## config.mk

```make
export PLATFORM = sky130hd
export DESIGN_NAME = chip8_core
export DESIGN_NICKNAME = d
export VERILOG_FILES = /design/src/chip8_bus_pkg.sv /design/src/chip8_isa_pkg.sv /design/src/chip8_core.sv /design/src/chip8_sequencer.sv /design/src/chip8_regfile.sv /design/src/chip8_alu.sv /design/src/chip8_decoder.sv
export VERILOG_INCLUDE_DIRS = /design/src /design/src/src
export SDC_FILE = /design/constraint.sdc
export NUM_CORES = 1
export LEC_CHECK = 0
export BUFFER_PORTS_ARGS = -buffer_cell sky130_fd_sc_hd__buf_4
export CORE_MARGIN = 1.5
export CORE_UTILIZATION = 30
export CTS_BUF_LIST = sky130_fd_sc_hd__clkbuf_16
export DETAILED_ROUTE_END_ITERATION = 12
export PLACE_DENSITY = 0.41
export SKIP_CTS_REPAIR_TIMING = 1
export SLEW_MARGIN = 40
export SYNTH_ARGS = -nofsm -noshare
export SYNTH_HDL_FRONTEND = slang
export SYNTH_SLANG_ARGS = --single-unit
```

## constraint.sdc

```tcl
create_clock -name clk_in -period 7.4 [get_ports clk_in]
set_input_delay 0.74 -clock clk_in [delete_from_list [all_inputs] [get_ports clk_in]]
set_output_delay 0.74 -clock clk_in [all_outputs]
set_load 0.02 [all_outputs]
```

## src/chip8_consts.svh

```systemverilog
`ifndef CHIP8_CONSTS_SVH
`define CHIP8_CONSTS_SVH

// first opcode fetch after reset
`define CHIP8_PC_RESET 12'h200

// byte address into the 4 KB memory
`define CHIP8_ADDR_W 12

// V0..VF, VF doubles as the flag register
`define CHIP8_NUM_REGS 16

`define CHIP8_STACK_DEPTH 16 // nesting limit for CALL

`endif
```

## src/chip8_bus_pkg.sv

```systemverilog
`include "chip8_consts.svh"

package chip8_bus_pkg;

  // one byte write toward memory, qualified by wr_valid/wr_ready
  typedef struct packed {
    logic [`CHIP8_ADDR_W-1:0] addr;
    logic [7:0]               data;
  } mem_wr_t;

endpackage

```

## src/chip8_isa_pkg.sv

```systemverilog
`include "chip8_consts.svh"

package chip8_isa_pkg;

  typedef enum logic [3:0] {
    JP,
    CALL,
    RET,
    SKIP,      // 3xkk 4xkk 5xy0 9xy0
    LD,        // 6xkk and 8xy0
    ALU,       // 7xkk and 8xyN
    LD_I,
    ADD_I,
    STORE_BLK, // Fx55
    LOAD_BLK,  // Fx65
    ILLEGAL
  } instr_class_e;

  typedef enum logic [3:0] {
    ALU_OR,
    ALU_AND,
    ALU_XOR,
    ALU_ADD,
    ALU_SUB,
    ALU_SUBN,
    ALU_SHR,
    ALU_SHL,
    ALU_PASS,
    ALU_EQ,
    ALU_NE
  } alu_op_e;

  typedef struct packed {
    instr_class_e             cls;
    alu_op_e                  alu_op;
    logic [3:0]               vx;
    logic [3:0]               vy;
    logic [7:0]               imm8;
    logic [`CHIP8_ADDR_W-1:0] addr12;
    logic                     use_imm; // operand b is imm8, not VY
    logic                     sets_vf;
  } decoded_t;

endpackage

```

## src/chip8_core.sv

```systemverilog
`timescale 1ns/100ps
`include "chip8_consts.svh"

module chip8_core (
  input  logic                     clk_in,
  input  logic                     rst_i,
  input  logic [7:0]               rd_data_i,
  input  logic                     wr_ready_i,
  output logic [`CHIP8_ADDR_W-1:0] rd_addr_o,
  output chip8_bus_pkg::mem_wr_t   wr_req_o,
  output logic                     wr_valid_o,
  output logic                     halted_o
);
  import chip8_isa_pkg::*;

  logic [15:0]              opcode;
  decoded_t                 dec;
  logic [7:0]               vx;
  logic [7:0]               vy;
  logic [7:0]               alu_b;
  logic [7:0]               alu_result;
  logic                     alu_flag;
  logic                     alu_cond;
  logic [`CHIP8_ADDR_W-1:0] i_reg;
  logic                     rf_we;
  logic [3:0]               rf_wsel;
  logic [7:0]               rf_wdata;
  logic                     vf_we;
  logic                     vf;
  logic                     i_we;
  logic [`CHIP8_ADDR_W-1:0] i_data;

  assign alu_b = dec.use_imm ? dec.imm8 : vy; // kk forms compare/add the byte

  chip8_sequencer u_seq (
    .clk_in       (clk_in),
    .rst_i        (rst_i),
    .rd_data_i    (rd_data_i),
    .dec_i        (dec),
    .vx_i         (vx),
    .vy_i         (vy),
    .i_i          (i_reg),
    .alu_result_i (alu_result),
    .alu_flag_i   (alu_flag),
    .alu_cond_i   (alu_cond),
    .wr_ready_i   (wr_ready_i),
    .opcode_o     (opcode),
    .rd_addr_o    (rd_addr_o),
    .wr_req_o     (wr_req_o),
    .wr_valid_o   (wr_valid_o),
    .halted_o     (halted_o),
    .rf_we_o      (rf_we),
    .rf_wsel_o    (rf_wsel),
    .rf_wdata_o   (rf_wdata),
    .vf_we_o      (vf_we),
    .vf_o         (vf),
    .i_we_o       (i_we),
    .i_data_o     (i_data)
  );

  chip8_decoder u_dec (
    .opcode_i (opcode),
    .dec_o    (dec)
  );

  chip8_alu u_alu (
    .op_i     (dec.alu_op),
    .a_i      (vx),
    .b_i      (alu_b),
    .result_o (alu_result),
    .flag_o   (alu_flag),
    .cond_o   (alu_cond)
  );

  chip8_regfile u_rf (
    .clk_in   (clk_in),
    .rst_i    (rst_i),
    .rx_sel_i (dec.vx),
    .ry_sel_i (dec.vy),
    .we_i     (rf_we),
    .wsel_i   (rf_wsel),
    .wdata_i  (rf_wdata),
    .vf_we_i  (vf_we),
    .vf_i     (vf),
    .i_we_i   (i_we),
    .i_data_i (i_data),
    .vx_o     (vx),
    .vy_o     (vy),
    .i_o      (i_reg)
  );

endmodule

```

## src/chip8_sequencer.sv

```systemverilog
`timescale 1ns/100ps
`include "chip8_consts.svh"

module chip8_sequencer (
  input  logic                     clk_in,
  input  logic                     rst_i,
  input  logic [7:0]               rd_data_i,
  input  chip8_isa_pkg::decoded_t  dec_i,
  input  logic [7:0]               vx_i,
  input  logic [7:0]               vy_i,
  input  logic [`CHIP8_ADDR_W-1:0] i_i,
  input  logic [7:0]               alu_result_i,
  input  logic                     alu_flag_i,
  input  logic                     alu_cond_i,
  input  logic                     wr_ready_i,
  output logic [15:0]              opcode_o,
  output logic [`CHIP8_ADDR_W-1:0] rd_addr_o,
  output chip8_bus_pkg::mem_wr_t   wr_req_o,
  output logic                     wr_valid_o,
  output logic                     halted_o,
  output logic                     rf_we_o,
  output logic [3:0]               rf_wsel_o,
  output logic [7:0]               rf_wdata_o,
  output logic                     vf_we_o,
  output logic                     vf_o,
  output logic                     i_we_o,
  output logic [`CHIP8_ADDR_W-1:0] i_data_o
);
  import chip8_isa_pkg::*;

  localparam int SP_W = $clog2(`CHIP8_STACK_DEPTH);

  typedef enum logic [2:0] {
    FETCH_HI,
    FETCH_LO,
    CAPTURE,
    EXEC,
    BLK_RD,
    BLK_WR,
    HALT
  } state_e;

  state_e                   state_q;
  logic [`CHIP8_ADDR_W-1:0] pc_q;
  logic [`CHIP8_ADDR_W-1:0] pc_next;
  logic [`CHIP8_ADDR_W-1:0] stack_q [`CHIP8_STACK_DEPTH];
  logic [SP_W-1:0]          sp_q;
  logic [15:0]              opcode_q;
  logic [3:0]               blk_cnt;
  logic                     rd_phase; // high when the block read data is on rd_data_i
  logic                     in_exec;
  logic                     in_blk;
  logic                     blk_done;

  assign in_exec  = (state_q == EXEC);
  assign in_blk   = (state_q == BLK_RD) || (state_q == BLK_WR);
  assign blk_done = (blk_cnt == opcode_q[11:8]);
  assign halted_o = (state_q == HALT);

  // during a block transfer the x field walks V0..Vx
  assign opcode_o = in_blk ? {opcode_q[15:12], blk_cnt, opcode_q[7:0]} : opcode_q;

  always_comb begin
    pc_next = pc_q + 2'd2;
    case (dec_i.cls)
      JP, CALL: pc_next = dec_i.addr12;
      RET:      pc_next = stack_q[sp_q - 1'b1] + 2'd2;
      SKIP: begin
        if (alu_cond_i) pc_next = pc_q + 3'd4;
      end
      default: ;
    endcase
  end

  always_comb begin
    rf_we_o    = 1'b0;
    rf_wdata_o = alu_result_i;
    if (state_q == BLK_RD) begin
      rf_we_o    = rd_phase;
      rf_wdata_o = rd_data_i;
    end else if (in_exec && dec_i.cls == LD) begin
      rf_we_o    = 1'b1;
      rf_wdata_o = dec_i.use_imm ? dec_i.imm8 : vy_i;
    end else if (in_exec && dec_i.cls == ALU) begin
      rf_we_o = 1'b1;
    end
  end

  assign rf_wsel_o = dec_i.vx;
  assign vf_we_o   = in_exec && dec_i.cls == ALU && dec_i.sets_vf;
  assign vf_o      = alu_flag_i;
  assign i_we_o    = in_exec && (dec_i.cls == LD_I || dec_i.cls == ADD_I);
  assign i_data_o  = (dec_i.cls == LD_I) ? dec_i.addr12
                                         : i_i + {{(`CHIP8_ADDR_W-8){1'b0}}, vx_i};

  always_ff @(posedge clk_in) begin
    if (in_exec && dec_i.cls == CALL) begin
      stack_q[sp_q] <= pc_q; // return lands on pc + 2
    end
  end

  always_ff @(posedge clk_in) begin
    if (rst_i) begin
      state_q    <= FETCH_HI;
      pc_q       <= `CHIP8_PC_RESET;
      rd_addr_o  <= `CHIP8_PC_RESET;
      sp_q       <= '0;
      blk_cnt    <= '0;
      rd_phase   <= 1'b0;
      wr_valid_o <= 1'b0;
    end else begin
      case (state_q)
        FETCH_HI: begin
          rd_addr_o <= pc_q + 1'b1;
          state_q   <= FETCH_LO;
        end
        FETCH_LO: begin
          opcode_q[15:8] <= rd_data_i;
          state_q        <= CAPTURE;
        end
        CAPTURE: begin
          opcode_q[7:0] <= rd_data_i;
          state_q       <= EXEC;
        end
        EXEC: begin
          blk_cnt  <= '0;
          rd_phase <= 1'b0;
          case (dec_i.cls)
            STORE_BLK: state_q <= BLK_WR;
            LOAD_BLK: begin
              rd_addr_o <= i_i;
              state_q   <= BLK_RD;
            end
            ILLEGAL: state_q <= HALT;
            default: begin
              pc_q      <= pc_next;
              rd_addr_o <= pc_next;
              state_q   <= FETCH_HI;
            end
          endcase
          if (dec_i.cls == CALL) sp_q <= sp_q + 1'b1;
          else if (dec_i.cls == RET) sp_q <= sp_q - 1'b1;
        end
        BLK_RD: begin
          rd_phase <= ~rd_phase;
          if (rd_phase) begin
            if (blk_done) begin
              pc_q      <= pc_next;
              rd_addr_o <= pc_next;
              state_q   <= FETCH_HI;
            end else begin
              blk_cnt   <= blk_cnt + 1'b1;
              rd_addr_o <= i_i + {{(`CHIP8_ADDR_W-4){1'b0}}, blk_cnt + 4'd1};
            end
          end
        end
        BLK_WR: begin
          if (!wr_valid_o) begin
            wr_req_o.addr <= i_i + {{(`CHIP8_ADDR_W-4){1'b0}}, blk_cnt};
            wr_req_o.data <= vx_i;
            wr_valid_o    <= 1'b1;
          end else if (wr_ready_i) begin // transfer done
            wr_valid_o <= 1'b0;
            blk_cnt    <= blk_cnt + 1'b1;
            if (blk_done) begin
              pc_q      <= pc_next;
              rd_addr_o <= pc_next;
              state_q   <= FETCH_HI;
            end
          end
        end
        default: ; // HALT holds until reset
      endcase
    end
  end

endmodule

```

## src/chip8_regfile.sv

```systemverilog
`timescale 1ns/100ps
`include "chip8_consts.svh"

module chip8_regfile (
  input  logic                     clk_in,
  input  logic                     rst_i,
  input  logic [3:0]               rx_sel_i,
  input  logic [3:0]               ry_sel_i,
  input  logic                     we_i,
  input  logic [3:0]               wsel_i,
  input  logic [7:0]               wdata_i,
  input  logic                     vf_we_i,
  input  logic                     vf_i,
  input  logic                     i_we_i,
  input  logic [`CHIP8_ADDR_W-1:0] i_data_i,
  output logic [7:0]               vx_o,
  output logic [7:0]               vy_o,
  output logic [`CHIP8_ADDR_W-1:0] i_o
);

  logic [7:0]               v_q [`CHIP8_NUM_REGS];
  logic [`CHIP8_ADDR_W-1:0] i_q;

  always_ff @(posedge clk_in) begin
    if (rst_i) begin
      for (int k = 0; k < `CHIP8_NUM_REGS; k++) begin
        v_q[k] <= 8'h00;
      end
      i_q <= '0;
    end else begin
      if (we_i) v_q[wsel_i] <= wdata_i;
      // flag strobe last, so 8FyN ends up holding the flag
      if (vf_we_i) v_q[`CHIP8_NUM_REGS-1] <= {7'd0, vf_i};
      if (i_we_i) i_q <= i_data_i;
    end
  end

  assign vx_o = v_q[rx_sel_i];
  assign vy_o = v_q[ry_sel_i];
  assign i_o  = i_q;

endmodule

```

## src/chip8_alu.sv

```systemverilog
`timescale 1ns/100ps

module chip8_alu (
  input  chip8_isa_pkg::alu_op_e op_i,
  input  logic [7:0]             a_i,
  input  logic [7:0]             b_i,
  output logic [7:0]             result_o,
  output logic                   flag_o,
  output logic                   cond_o
);
  import chip8_isa_pkg::*;

  logic [8:0] sum;

  assign sum = {1'b0, a_i} + {1'b0, b_i};

  always_comb begin
    result_o = b_i; // pass by default
    flag_o   = 1'b0;
    cond_o   = 1'b0;
    case (op_i)
      ALU_OR:  result_o = a_i | b_i;
      ALU_AND: result_o = a_i & b_i;
      ALU_XOR: result_o = a_i ^ b_i;
      ALU_ADD: begin
        result_o = sum[7:0];
        flag_o   = sum[8];
      end
      ALU_SUB: begin
        result_o = a_i - b_i;
        flag_o   = (a_i >= b_i); // no borrow
      end
      ALU_SUBN: begin
        result_o = b_i - a_i;
        flag_o   = (b_i >= a_i);
      end
      ALU_SHR: begin
        result_o = {1'b0, a_i[7:1]};
        flag_o   = a_i[0];
      end
      ALU_SHL: begin
        result_o = {a_i[6:0], 1'b0};
        flag_o   = a_i[7];
      end
      ALU_EQ: cond_o = (a_i == b_i);
      ALU_NE: cond_o = (a_i != b_i);
      default: ;
    endcase
  end

endmodule

```

## src/chip8_decoder.sv

```systemverilog
`timescale 1ns/100ps

module chip8_decoder (
  input  logic [15:0]             opcode_i,
  output chip8_isa_pkg::decoded_t dec_o
);
  import chip8_isa_pkg::*;

  always_comb begin
    dec_o.cls     = ILLEGAL;
    dec_o.alu_op  = ALU_PASS;
    dec_o.vx      = opcode_i[11:8];
    dec_o.vy      = opcode_i[7:4];
    dec_o.imm8    = opcode_i[7:0];
    dec_o.addr12  = opcode_i[11:0];
    dec_o.use_imm = 1'b0;
    dec_o.sets_vf = 1'b0;

    casez (opcode_i)
      16'h00EE: dec_o.cls = RET; // other 0nnn stay illegal
      16'h1???: dec_o.cls = JP;
      16'h2???: dec_o.cls = CALL;
      16'h3???: begin
        dec_o.cls     = SKIP;
        dec_o.alu_op  = ALU_EQ;
        dec_o.use_imm = 1'b1;
      end
      16'h4???: begin
        dec_o.cls     = SKIP;
        dec_o.alu_op  = ALU_NE;
        dec_o.use_imm = 1'b1;
      end
      16'h5??0: begin
        dec_o.cls    = SKIP;
        dec_o.alu_op = ALU_EQ;
      end
      16'h6???: begin
        dec_o.cls     = LD;
        dec_o.use_imm = 1'b1;
      end
      16'h7???: begin
        dec_o.cls     = ALU;
        dec_o.alu_op  = ALU_ADD;
        dec_o.use_imm = 1'b1; // no carry into VF here
      end
      16'h8???: begin
        dec_o.cls     = ALU;
        dec_o.sets_vf = 1'b1;
        case (opcode_i[3:0])
          4'h0: begin
            dec_o.cls     = LD;
            dec_o.sets_vf = 1'b0;
          end
          4'h1: dec_o.alu_op = ALU_OR;
          4'h2: dec_o.alu_op = ALU_AND;
          4'h3: dec_o.alu_op = ALU_XOR;
          4'h4: dec_o.alu_op = ALU_ADD;
          4'h5: dec_o.alu_op = ALU_SUB;
          4'h6: dec_o.alu_op = ALU_SHR;
          4'h7: dec_o.alu_op = ALU_SUBN;
          4'hE: dec_o.alu_op = ALU_SHL;
          default: begin
            dec_o.cls     = ILLEGAL;
            dec_o.sets_vf = 1'b0;
          end
        endcase
      end
      16'h9??0: begin
        dec_o.cls    = SKIP;
        dec_o.alu_op = ALU_NE;
      end
      16'hA???: dec_o.cls = LD_I;
      16'hF?1E: dec_o.cls = ADD_I;
      16'hF?55: dec_o.cls = STORE_BLK;
      16'hF?65: dec_o.cls = LOAD_BLK;
      default: ;
    endcase
  end

endmodule

```

## Yosys cells after proc, flatten, opt, wreduce, memory -nomap -nowiden

Memory sizes are Yosys's and may differ from the RTL's.
Index checks and enable logic that the tools add are counted.

- $add $sub $neg: 13
- $mul: 0
- Div/mod/pow operators: 0
- Magnitude comparators: 2
- Equality and inequality tests: 58
- Shift operators: 0
- Muxes and demuxes: 63
- Bitwise gates (word level): 10
- Reduce and logical (&&, ||, !) cells: 33

Operators by type and width:

| operator | number |
|---|---|
| $mux W12 | 13 |
| $pmux W12 S3 | 2 |
| $pmux W8 S8 | 1 |
| $eq A4 B3 Y1 const B | 15 |
| $pmux W12 S4 | 1 |
| $pmux W4 S11 | 1 |
| $mux W8 | 5 |
| $eq A12 B12 Y1 const B | 3 |
| $eq A4 B4 Y1 const B | 9 |
| $eq A4 B2 Y1 const B | 8 |
| $pmux W4 S8 | 1 |
| $mux W4 | 7 |
| $add A12 B2 Y12 const B | 2 |
| $add A12 B4 Y12 | 2 |
| $pmux W12 S2 | 1 |
| $mux W1 | 19 |
| $pmux W3 S6 | 1 |
| $eq A16 B8 Y1 const B | 1 |
| $eq A4 B1 Y1 const B | 4 |
| $ge A8 B8 Y1 | 2 |
| $pmux W4 S4 | 1 |
| $reduce_or A8 Y1 | 2 |
| $sub A8 B8 Y8 | 2 |
| $add A12 B1 Y12 const B | 1 |
| 43 further kinds | 75 |

- Flip-flop bits (word level): 85
- Bits in latches: 0
- RAM bits: 320
- Memory bits (read-only): 0
- Output and inout port bits: 34
- Memories: 2

Memory list:

| memory | depth | bits a word | read ports | clocked after memory_dff | wr ports | line | RTL |
|---|---|---|---|---|---|---|---|
| u_seq.stack_q | 16 | 12 | 1 | 0 | 1 | chip8_sequencer.sv:46 | `` logic [`CHIP8_ADDR_W-1:0] stack_q [`CHIP8_STACK_DEPTH]; `` |
| u_rf.v_q | 16 | 8 | 2 | 0 | 16 | chip8_regfile.sv:21 | `` logic [7:0] v_q [`CHIP8_NUM_REGS]; `` |

## Logic depth before layout (Yosys ltp)

- Depth in word-level cells: 18
- Depth in mapped cells: 25
- Mapped depth without buffers: 21

## Cells and area by module

Synthesis repeated with hierarchy kept, for this count alone.

- Cells, all modules: 1979
- Area, all modules: 23588.9 um^2

By module, submodules not included:

| module | instances | cells each | area each (um^2) | seq. area each (um^2) |
|---|---|---|---|---|
| chip8_sequencer | 1 | 1101 | 13366.6 | 7587.3 |
| chip8_regfile | 1 | 485 | 7462.2 | 4083.9 |
| chip8_alu | 1 | 280 | 1910.6 | 0.0 |
| chip8_decoder | 1 | 104 | 718.2 | 0.0 |
| chip8_core | 1 | 9 | 131.4 | 0.0 |

## Least setup slack after synthesis

Ideal clock, no wire load.

- Path kind: reg-to-reg
- From: register u_seq.opcode_q[5]
- To: register u_seq.rd_addr_o[3]
- Setup time: 0.117 ns
- Data arrival time: 5.368 ns
- Required time: 7.283 ns
- Setup slack: 1.915 ns
- Cell stages (with the launch flop): 17
- Path buffers: 3
- Period minus slack after synthesis: 5.485 ns
- Cells stage by stage: edfxtp_1 -> buf_4 -> buf_2 -> buf_2 -> mux4_2 -> mux4_2 -> mux2i_1 -> inv_1 -> ha_1 -> inv_1 -> or4_1 -> or4_1 -> or4b_1 -> nand2_1 -> o311ai_1 -> a221o_1 -> a32o_1

- Longest elaborated chain between the ends: 11
- Elaborated cells on any way between the ends: 31
- Classes of those cells: eq/ne (13); mux (13); reduce/logical (4); memory (1)

RTL lines:

| what | line | RTL |
|---|---|---|
| start: declaration | chip8_sequencer.sv:48 | `logic [15:0] opcode_q;` |
| start signal: assignment | chip8_sequencer.sv:122 | `opcode_q[7:0] <= rd_data_i;` |
| $mux W12 * | chip8_sequencer.sv:61 | `assign opcode_o = in_blk ? {opcode_q[15:12], blk_cnt, opcode_q[7:0]} : opcode_q;` |
| $mem_v2 Z16 W8 | n/a |  |
| $mux W8 | chip8_core.sv:33 | `assign alu_b = dec.use_imm ? dec.imm8 : vy;` |
| $ne A8 B8 Y1 or $eq A8 B8 Y1 (tied branches) | chip8_alu.sv:46, chip8_alu.sv:45 |  |
| $pmux W1 S2 | chip8_alu.sv:21 | `case (op_i)` |
| $mux W12 | chip8_sequencer.sv:69 | `if (alu_cond_i) pc_next = pc_q + 3'd4;` |
| $pmux W12 S3 | chip8_sequencer.sv:65 | `case (dec_i.cls)` |
| $mux W12 | chip8_sequencer.sv:165 | `if (blk_done) begin` |
| $mux W12 | chip8_sequencer.sv:162 | `end else if (wr_ready_i) begin` |
| $mux W12 | chip8_sequencer.sv:158 | `if (!wr_valid_o) begin` |
| $pmux W12 S4 | chip8_sequencer.sv:112 | `case (state_q)` |
| end signal: assignment | chip8_sequencer.sv:114 | `rd_addr_o <= pc_q + 1'b1;` |
| end signal: assignment | chip8_sequencer.sv:153 | `` rd_addr_o <= i_i + {{(`CHIP8_ADDR_W-4){1'b0}}, blk_cnt + 4'd1}; `` |
| end signal: assignment | chip8_sequencer.sv:167 | `rd_addr_o <= pc_next;` |
| end: declaration | chip8_sequencer.sv:17 | `` output logic [`CHIP8_ADDR_W-1:0] rd_addr_o, `` |

Mark *: on every way between the ends. The rest lies on a longest branch, timed or not. The select of a mux whose other input is x is not followed.
A chain may end at the register's enable or synchronous reset.

## Worst setup path after layout

- From: register u_seq.state_q[1]
- To: register u_seq.pc_q[7]

- Longest elaborated chain between the ends: 12
- Elaborated cells on any way between the ends: 34
- Classes of those cells: eq/ne (16); mux (11); reduce/logical (6); memory (1)

RTL lines:

| what | line | RTL |
|---|---|---|
| start: declaration | chip8_sequencer.sv:43 | `state_e state_q;` |
| start signal: assignment | chip8_sequencer.sv:104 | `state_q <= FETCH_HI;` |
| start signal: assignment | chip8_sequencer.sv:115 | `state_q <= FETCH_LO;` |
| start signal: assignment | chip8_sequencer.sv:119 | `state_q <= CAPTURE;` |
| $eq A3 B3 Y1 | chip8_sequencer.sv:56 | `assign in_blk = (state_q == BLK_RD) \|\| (state_q == BLK_WR);` |
| $logic_or A1 B1 Y1 * | chip8_sequencer.sv:56 |  |
| $mux W12 * | chip8_sequencer.sv:61 |  |
| $mem_v2 Z16 W8 * | n/a |  |
| named net u_alu.a_i[1] | chip8_alu.sv:5 | `input logic [7:0] a_i,` |
| $ne A8 B8 Y1 or $eq A8 B8 Y1 (tied branches) | chip8_alu.sv:46, chip8_alu.sv:45 |  |
| $pmux W1 S2 * | chip8_alu.sv:21 |  |
| $mux W12 * | chip8_sequencer.sv:69 |  |
| $pmux W12 S3 * | chip8_sequencer.sv:65 |  |
| $mux W12 | chip8_sequencer.sv:147, chip8_sequencer.sv:165 |  |
| $mux W12 | chip8_sequencer.sv:162 |  |
| $mux W12 | chip8_sequencer.sv:158 |  |
| $pmux W12 S3 * | chip8_sequencer.sv:112 |  |
| end signal: assignment | chip8_sequencer.sv:105 | `` pc_q <= `CHIP8_PC_RESET; `` |
| end signal: assignment | chip8_sequencer.sv:148 | `pc_q <= pc_next;` |
| end signal: assignment | chip8_sequencer.sv:166 | `pc_q <= pc_next;` |
| end: declaration | chip8_sequencer.sv:44 | `` logic [`CHIP8_ADDR_W-1:0] pc_q; `` |

The timed path passes the listed nets; every way through them passes the cells marked *. The select of a mux whose other input is x is not followed.

==> metrics <==
status complete, no violations; TritonCTS buffer count 49; highest-delay cell along the critical path a21oi_4; die width 277 um; EDFF count, synth 356; Detail Route Antenna Nets 0; DR vias/cell 5.54; total gr overflow 0; number of max-cap violations 0; clk buf depth 3; largest net degree at the start of global routing 51; Starting Density 0.303; Mapped Area 22600 um2; final WL 79800 um; clk slew on worst S/H paths 0.06 ns; sw frac 0.323; # DRC 0; worst stage delay on the critical path 0.72 ns; Nets 2075; Clk pwr share 0.356; Final Hold Vio Count 0; worst skew pair latency 0.61 ns; initial antenna violation count 0; Final HPWL DP 57200 um; gp weighted congestion 0.922; Logic pwr share 0.223; met2 Use GR 0.327; drt wl/cell 26.5 um; Worst EP required 7.86 ns; Psw 0.00203 W; mean post-synth cell area 11.5 um2; area of the multi-input gates 10200 um2; row cnt 100; IO Pins 45; endpoint class of the critical path flop; Final period util 0.880; CTS HTree Levels 2; crit path DAT 6.97 ns; root buf cell clkbuf_16; Worst Path Buf+Inv 3; # setup viols final 0; critical-path cell list nand2b_4, a21oi_4, buf_4, mux4_2, and2_0, a311oi_1, a31oi_1, inv_1, ha_1, inv_1, or4_1, or4_1, nor4b_4, o21ai_1, and4_1, nor3_1, a211oi_1; first-pass GRT wire length 117000 um; share of layout cells above drive strength 1 0.171; TritonRoute pass-1 iters 5; Crit Path Category reg -> reg; Synth Instances 1965; pwr/cell area 245 nW/um2; Pleak 8.94 nW; Worst Path Max Fanout 21; DR iter-0 viols 1666; Fin Clk Skew 0.0335 ns; clk sinks 405; sequential-to-total area share from yosys stat 0.517; via count 16600; Worst path top cell family by delay simple AND/OR/NAND/NOR gates; Slew Limit Fails 0; die area 76900 um2; Syn-to-layout area delta 13.7%; Netlist cell types 95; Slew @ Worst Pin 0.866 ns; worst IR drop on VDD 179 uV; synthesis-stage register bit count 405; Synth Warn # 0; routing usage on met3 0.0294; setup TNS 0 ns; fill count 7310; Sequential Power Share 0.421; Synth Net Count 2037; die boundary height 277 um; Async S/R FF share, synth 0; Placeable Area 74400 um2; Rel. slew slack 0.419; Fmax 154 MHz; hold_ws 0.367 ns; I/O Buffers 44; Most Crowded Layer GR met2; cell-internal power 0.00426 W; Seq. cell area 11700 um2; vias in the first global route 16900; met1 usage 0.284; fin crit period 6.51 ns; Main synth FF type edfxtp_1; startpoint types flop; worst min path class in -> reg; GRT Resource Usage Total 0.206; CTS tree done; RSZ-0062 raised after global routing no
metal layers:
layer	vias up	routed length (um)	part of all wire
li1	7489	-	-
met1	8457	35900	0.45
met2	549	36500	0.46
met3	151	4330	0.054
met4	0	3030	0.038
met5	-	0	0
sequential cells by signal (all words and copies together) (netlist names):
register          cells
u_seq.stack_q       192
u_rf.v_q            128
u_seq.wr_req_o       20
u_seq.opcode_q       16
u_rf.i_o             12
u_seq.pc_q           12
u_seq.rd_addr_o      12
u_seq.blk_cnt         4
u_seq.sp_q            4
u_seq.state_q         3
u_seq.rd_phase        1
u_seq.wr_valid_o      1
placed cells by master, fill, tap and decap left out, types with 39 or more instances in the layout:
master     Yosys  routed
buf_4          3     113
ha_1          55      54
clkbuf_16      0      49
nand3_1       51      51
o21ai_0       72      71
a21oi_1      110     109
edfxtp_1     356     356
mux2i_1       42      39
nand2_1      209     209
nor2_1       248     241
mux4_2       102     102
nor3_1        51      46
inv_1         58      67
dfxtp_1       49      42
xnor2_1       39      39
logic make-up (layout without fill, tap and decap cells):
kind of cell    count (synthesis)  in the layout  share of synthesized area
buf+inv                       185            255                     0.0352
other cells                     0              1                          0
mux                           152            152                      0.124
compound gates                395            395                      0.120
xor+xnor                       67             67                     0.0260
fa+ha+maj                      61             61                     0.0358
simple gates                  700            700                      0.142
flops                         405            405                      0.517
area by class of cell:
cell class | count | area share
Sequential cell | 405 | 0.455
Multi-Input combinational cell | 1375 | 0.398
Clock inverter | 34 | 0.00936
Clock buffer | 49 | 0.0478
Antenna cell | 1 | 0.0000975
Tap cell | 969 | 0.0473
Inverter | 59 | 0.00863
Timing Repair Buffer | 113 | 0.0331
power by group through the flow:
stage / Sequential [W] / Combinational, W / Clock (W)
after floorplan: 0.00267 / 0.000890 / 0
after global placement: 0.00270 / 0.00139 / 0
after detailed placement: 0.00270 / 0.00139 / 0
after CTS: 0.00265 / 0.00139 / 0.00231
after global routing: 0.00266 / 0.00151 / 0.00238
final: 0.00265 / 0.00141 / 0.00224
through the flow:
step / cell area, um2 / cells / setup slack [ns] / util / total power, W
global placement: 24100 / 2920 / 1.01 / 0.324 / 0.00409
global route: 25700 / 3004 / 0.580 / 0.345 / 0.00655
finish: 25700 / 3005 / 0.888 / 0.345 / 0.00630
detailed placement: 24200 / 2921 / 1.04 / 0.325 / 0.00408
floorplan: 22600 / 1965 / 1.91 / - / 0.00356
CTS: 25600 / 3004 / 0.995 / 0.344 / 0.00635
path summary, 6_finish.rpt:
path / endpoint / slack, ns / depth (start not counted) / from
hold reg to reg: u_seq.rd_addr_o[0] / 0.46 / 2 / u_seq.rd_addr_o[0]
setup reg to reg: u_seq.pc_q[7] / 0.89 / 17 / u_seq.state_q[1]
hold / removal: u_seq.opcode_q[3] / 0.37 / 1 / rd_data_i[3]
setup / recovery: u_seq.pc_q[7] / 0.89 / 17 / u_seq.state_q[1]
synthesized netlist by cell type, types with 12 or more instances:
| cell type | count | area (um2) |
|---|---|---|
| inv_1 | 58 | 218 |
| a31oi_1 | 19 | 119 |
| a21o_1 | 15 | 113 |
| clkbuf_1 | 74 | 278 |
| nor2_1 | 248 | 931 |
| nand4_1 | 14 | 87.6 |
| ha_1 | 55 | 688 |
| nand2_1 | 209 | 785 |
| a21oi_1 | 110 | 551 |
| nand3_1 | 51 | 255 |
| and3_1 | 20 | 125 |
| o21ai_0 | 72 | 360 |
| xor2_1 | 28 | 245 |
| mux4_2 | 102 | 2300 |
| o22ai_1 | 24 | 150 |
| buf_2 | 35 | 175 |
| mux2i_1 | 42 | 420 |
| nor3_1 | 51 | 255 |
| nand2b_1 | 19 | 119 |
| xnor2_1 | 39 | 342 |
| nor2b_1 | 14 | 87.6 |
| dfxtp_1 | 49 | 981 |
| edfxtp_1 | 356 | 10700 |
| a211oi_1 | 16 | 120 |
| and2_1 | 12 | 75.1 |
worst register-to-register path, delay by kind of cell (launching register included):
| kind | cells | cell delay (ns) |
|---|---|---|
| and+or+nand+nor | 7 | 2.91 |
| AOI/OAI and AO/OA | 5 | 1.57 |
| buffers and inverters | 3 | 0.78 |
| DFF | 1 | 0.45 |
| adders and majority gates | 1 | 0.39 |
| muxes | 1 | 0.26 |
(Power assumes the default switching activity.)
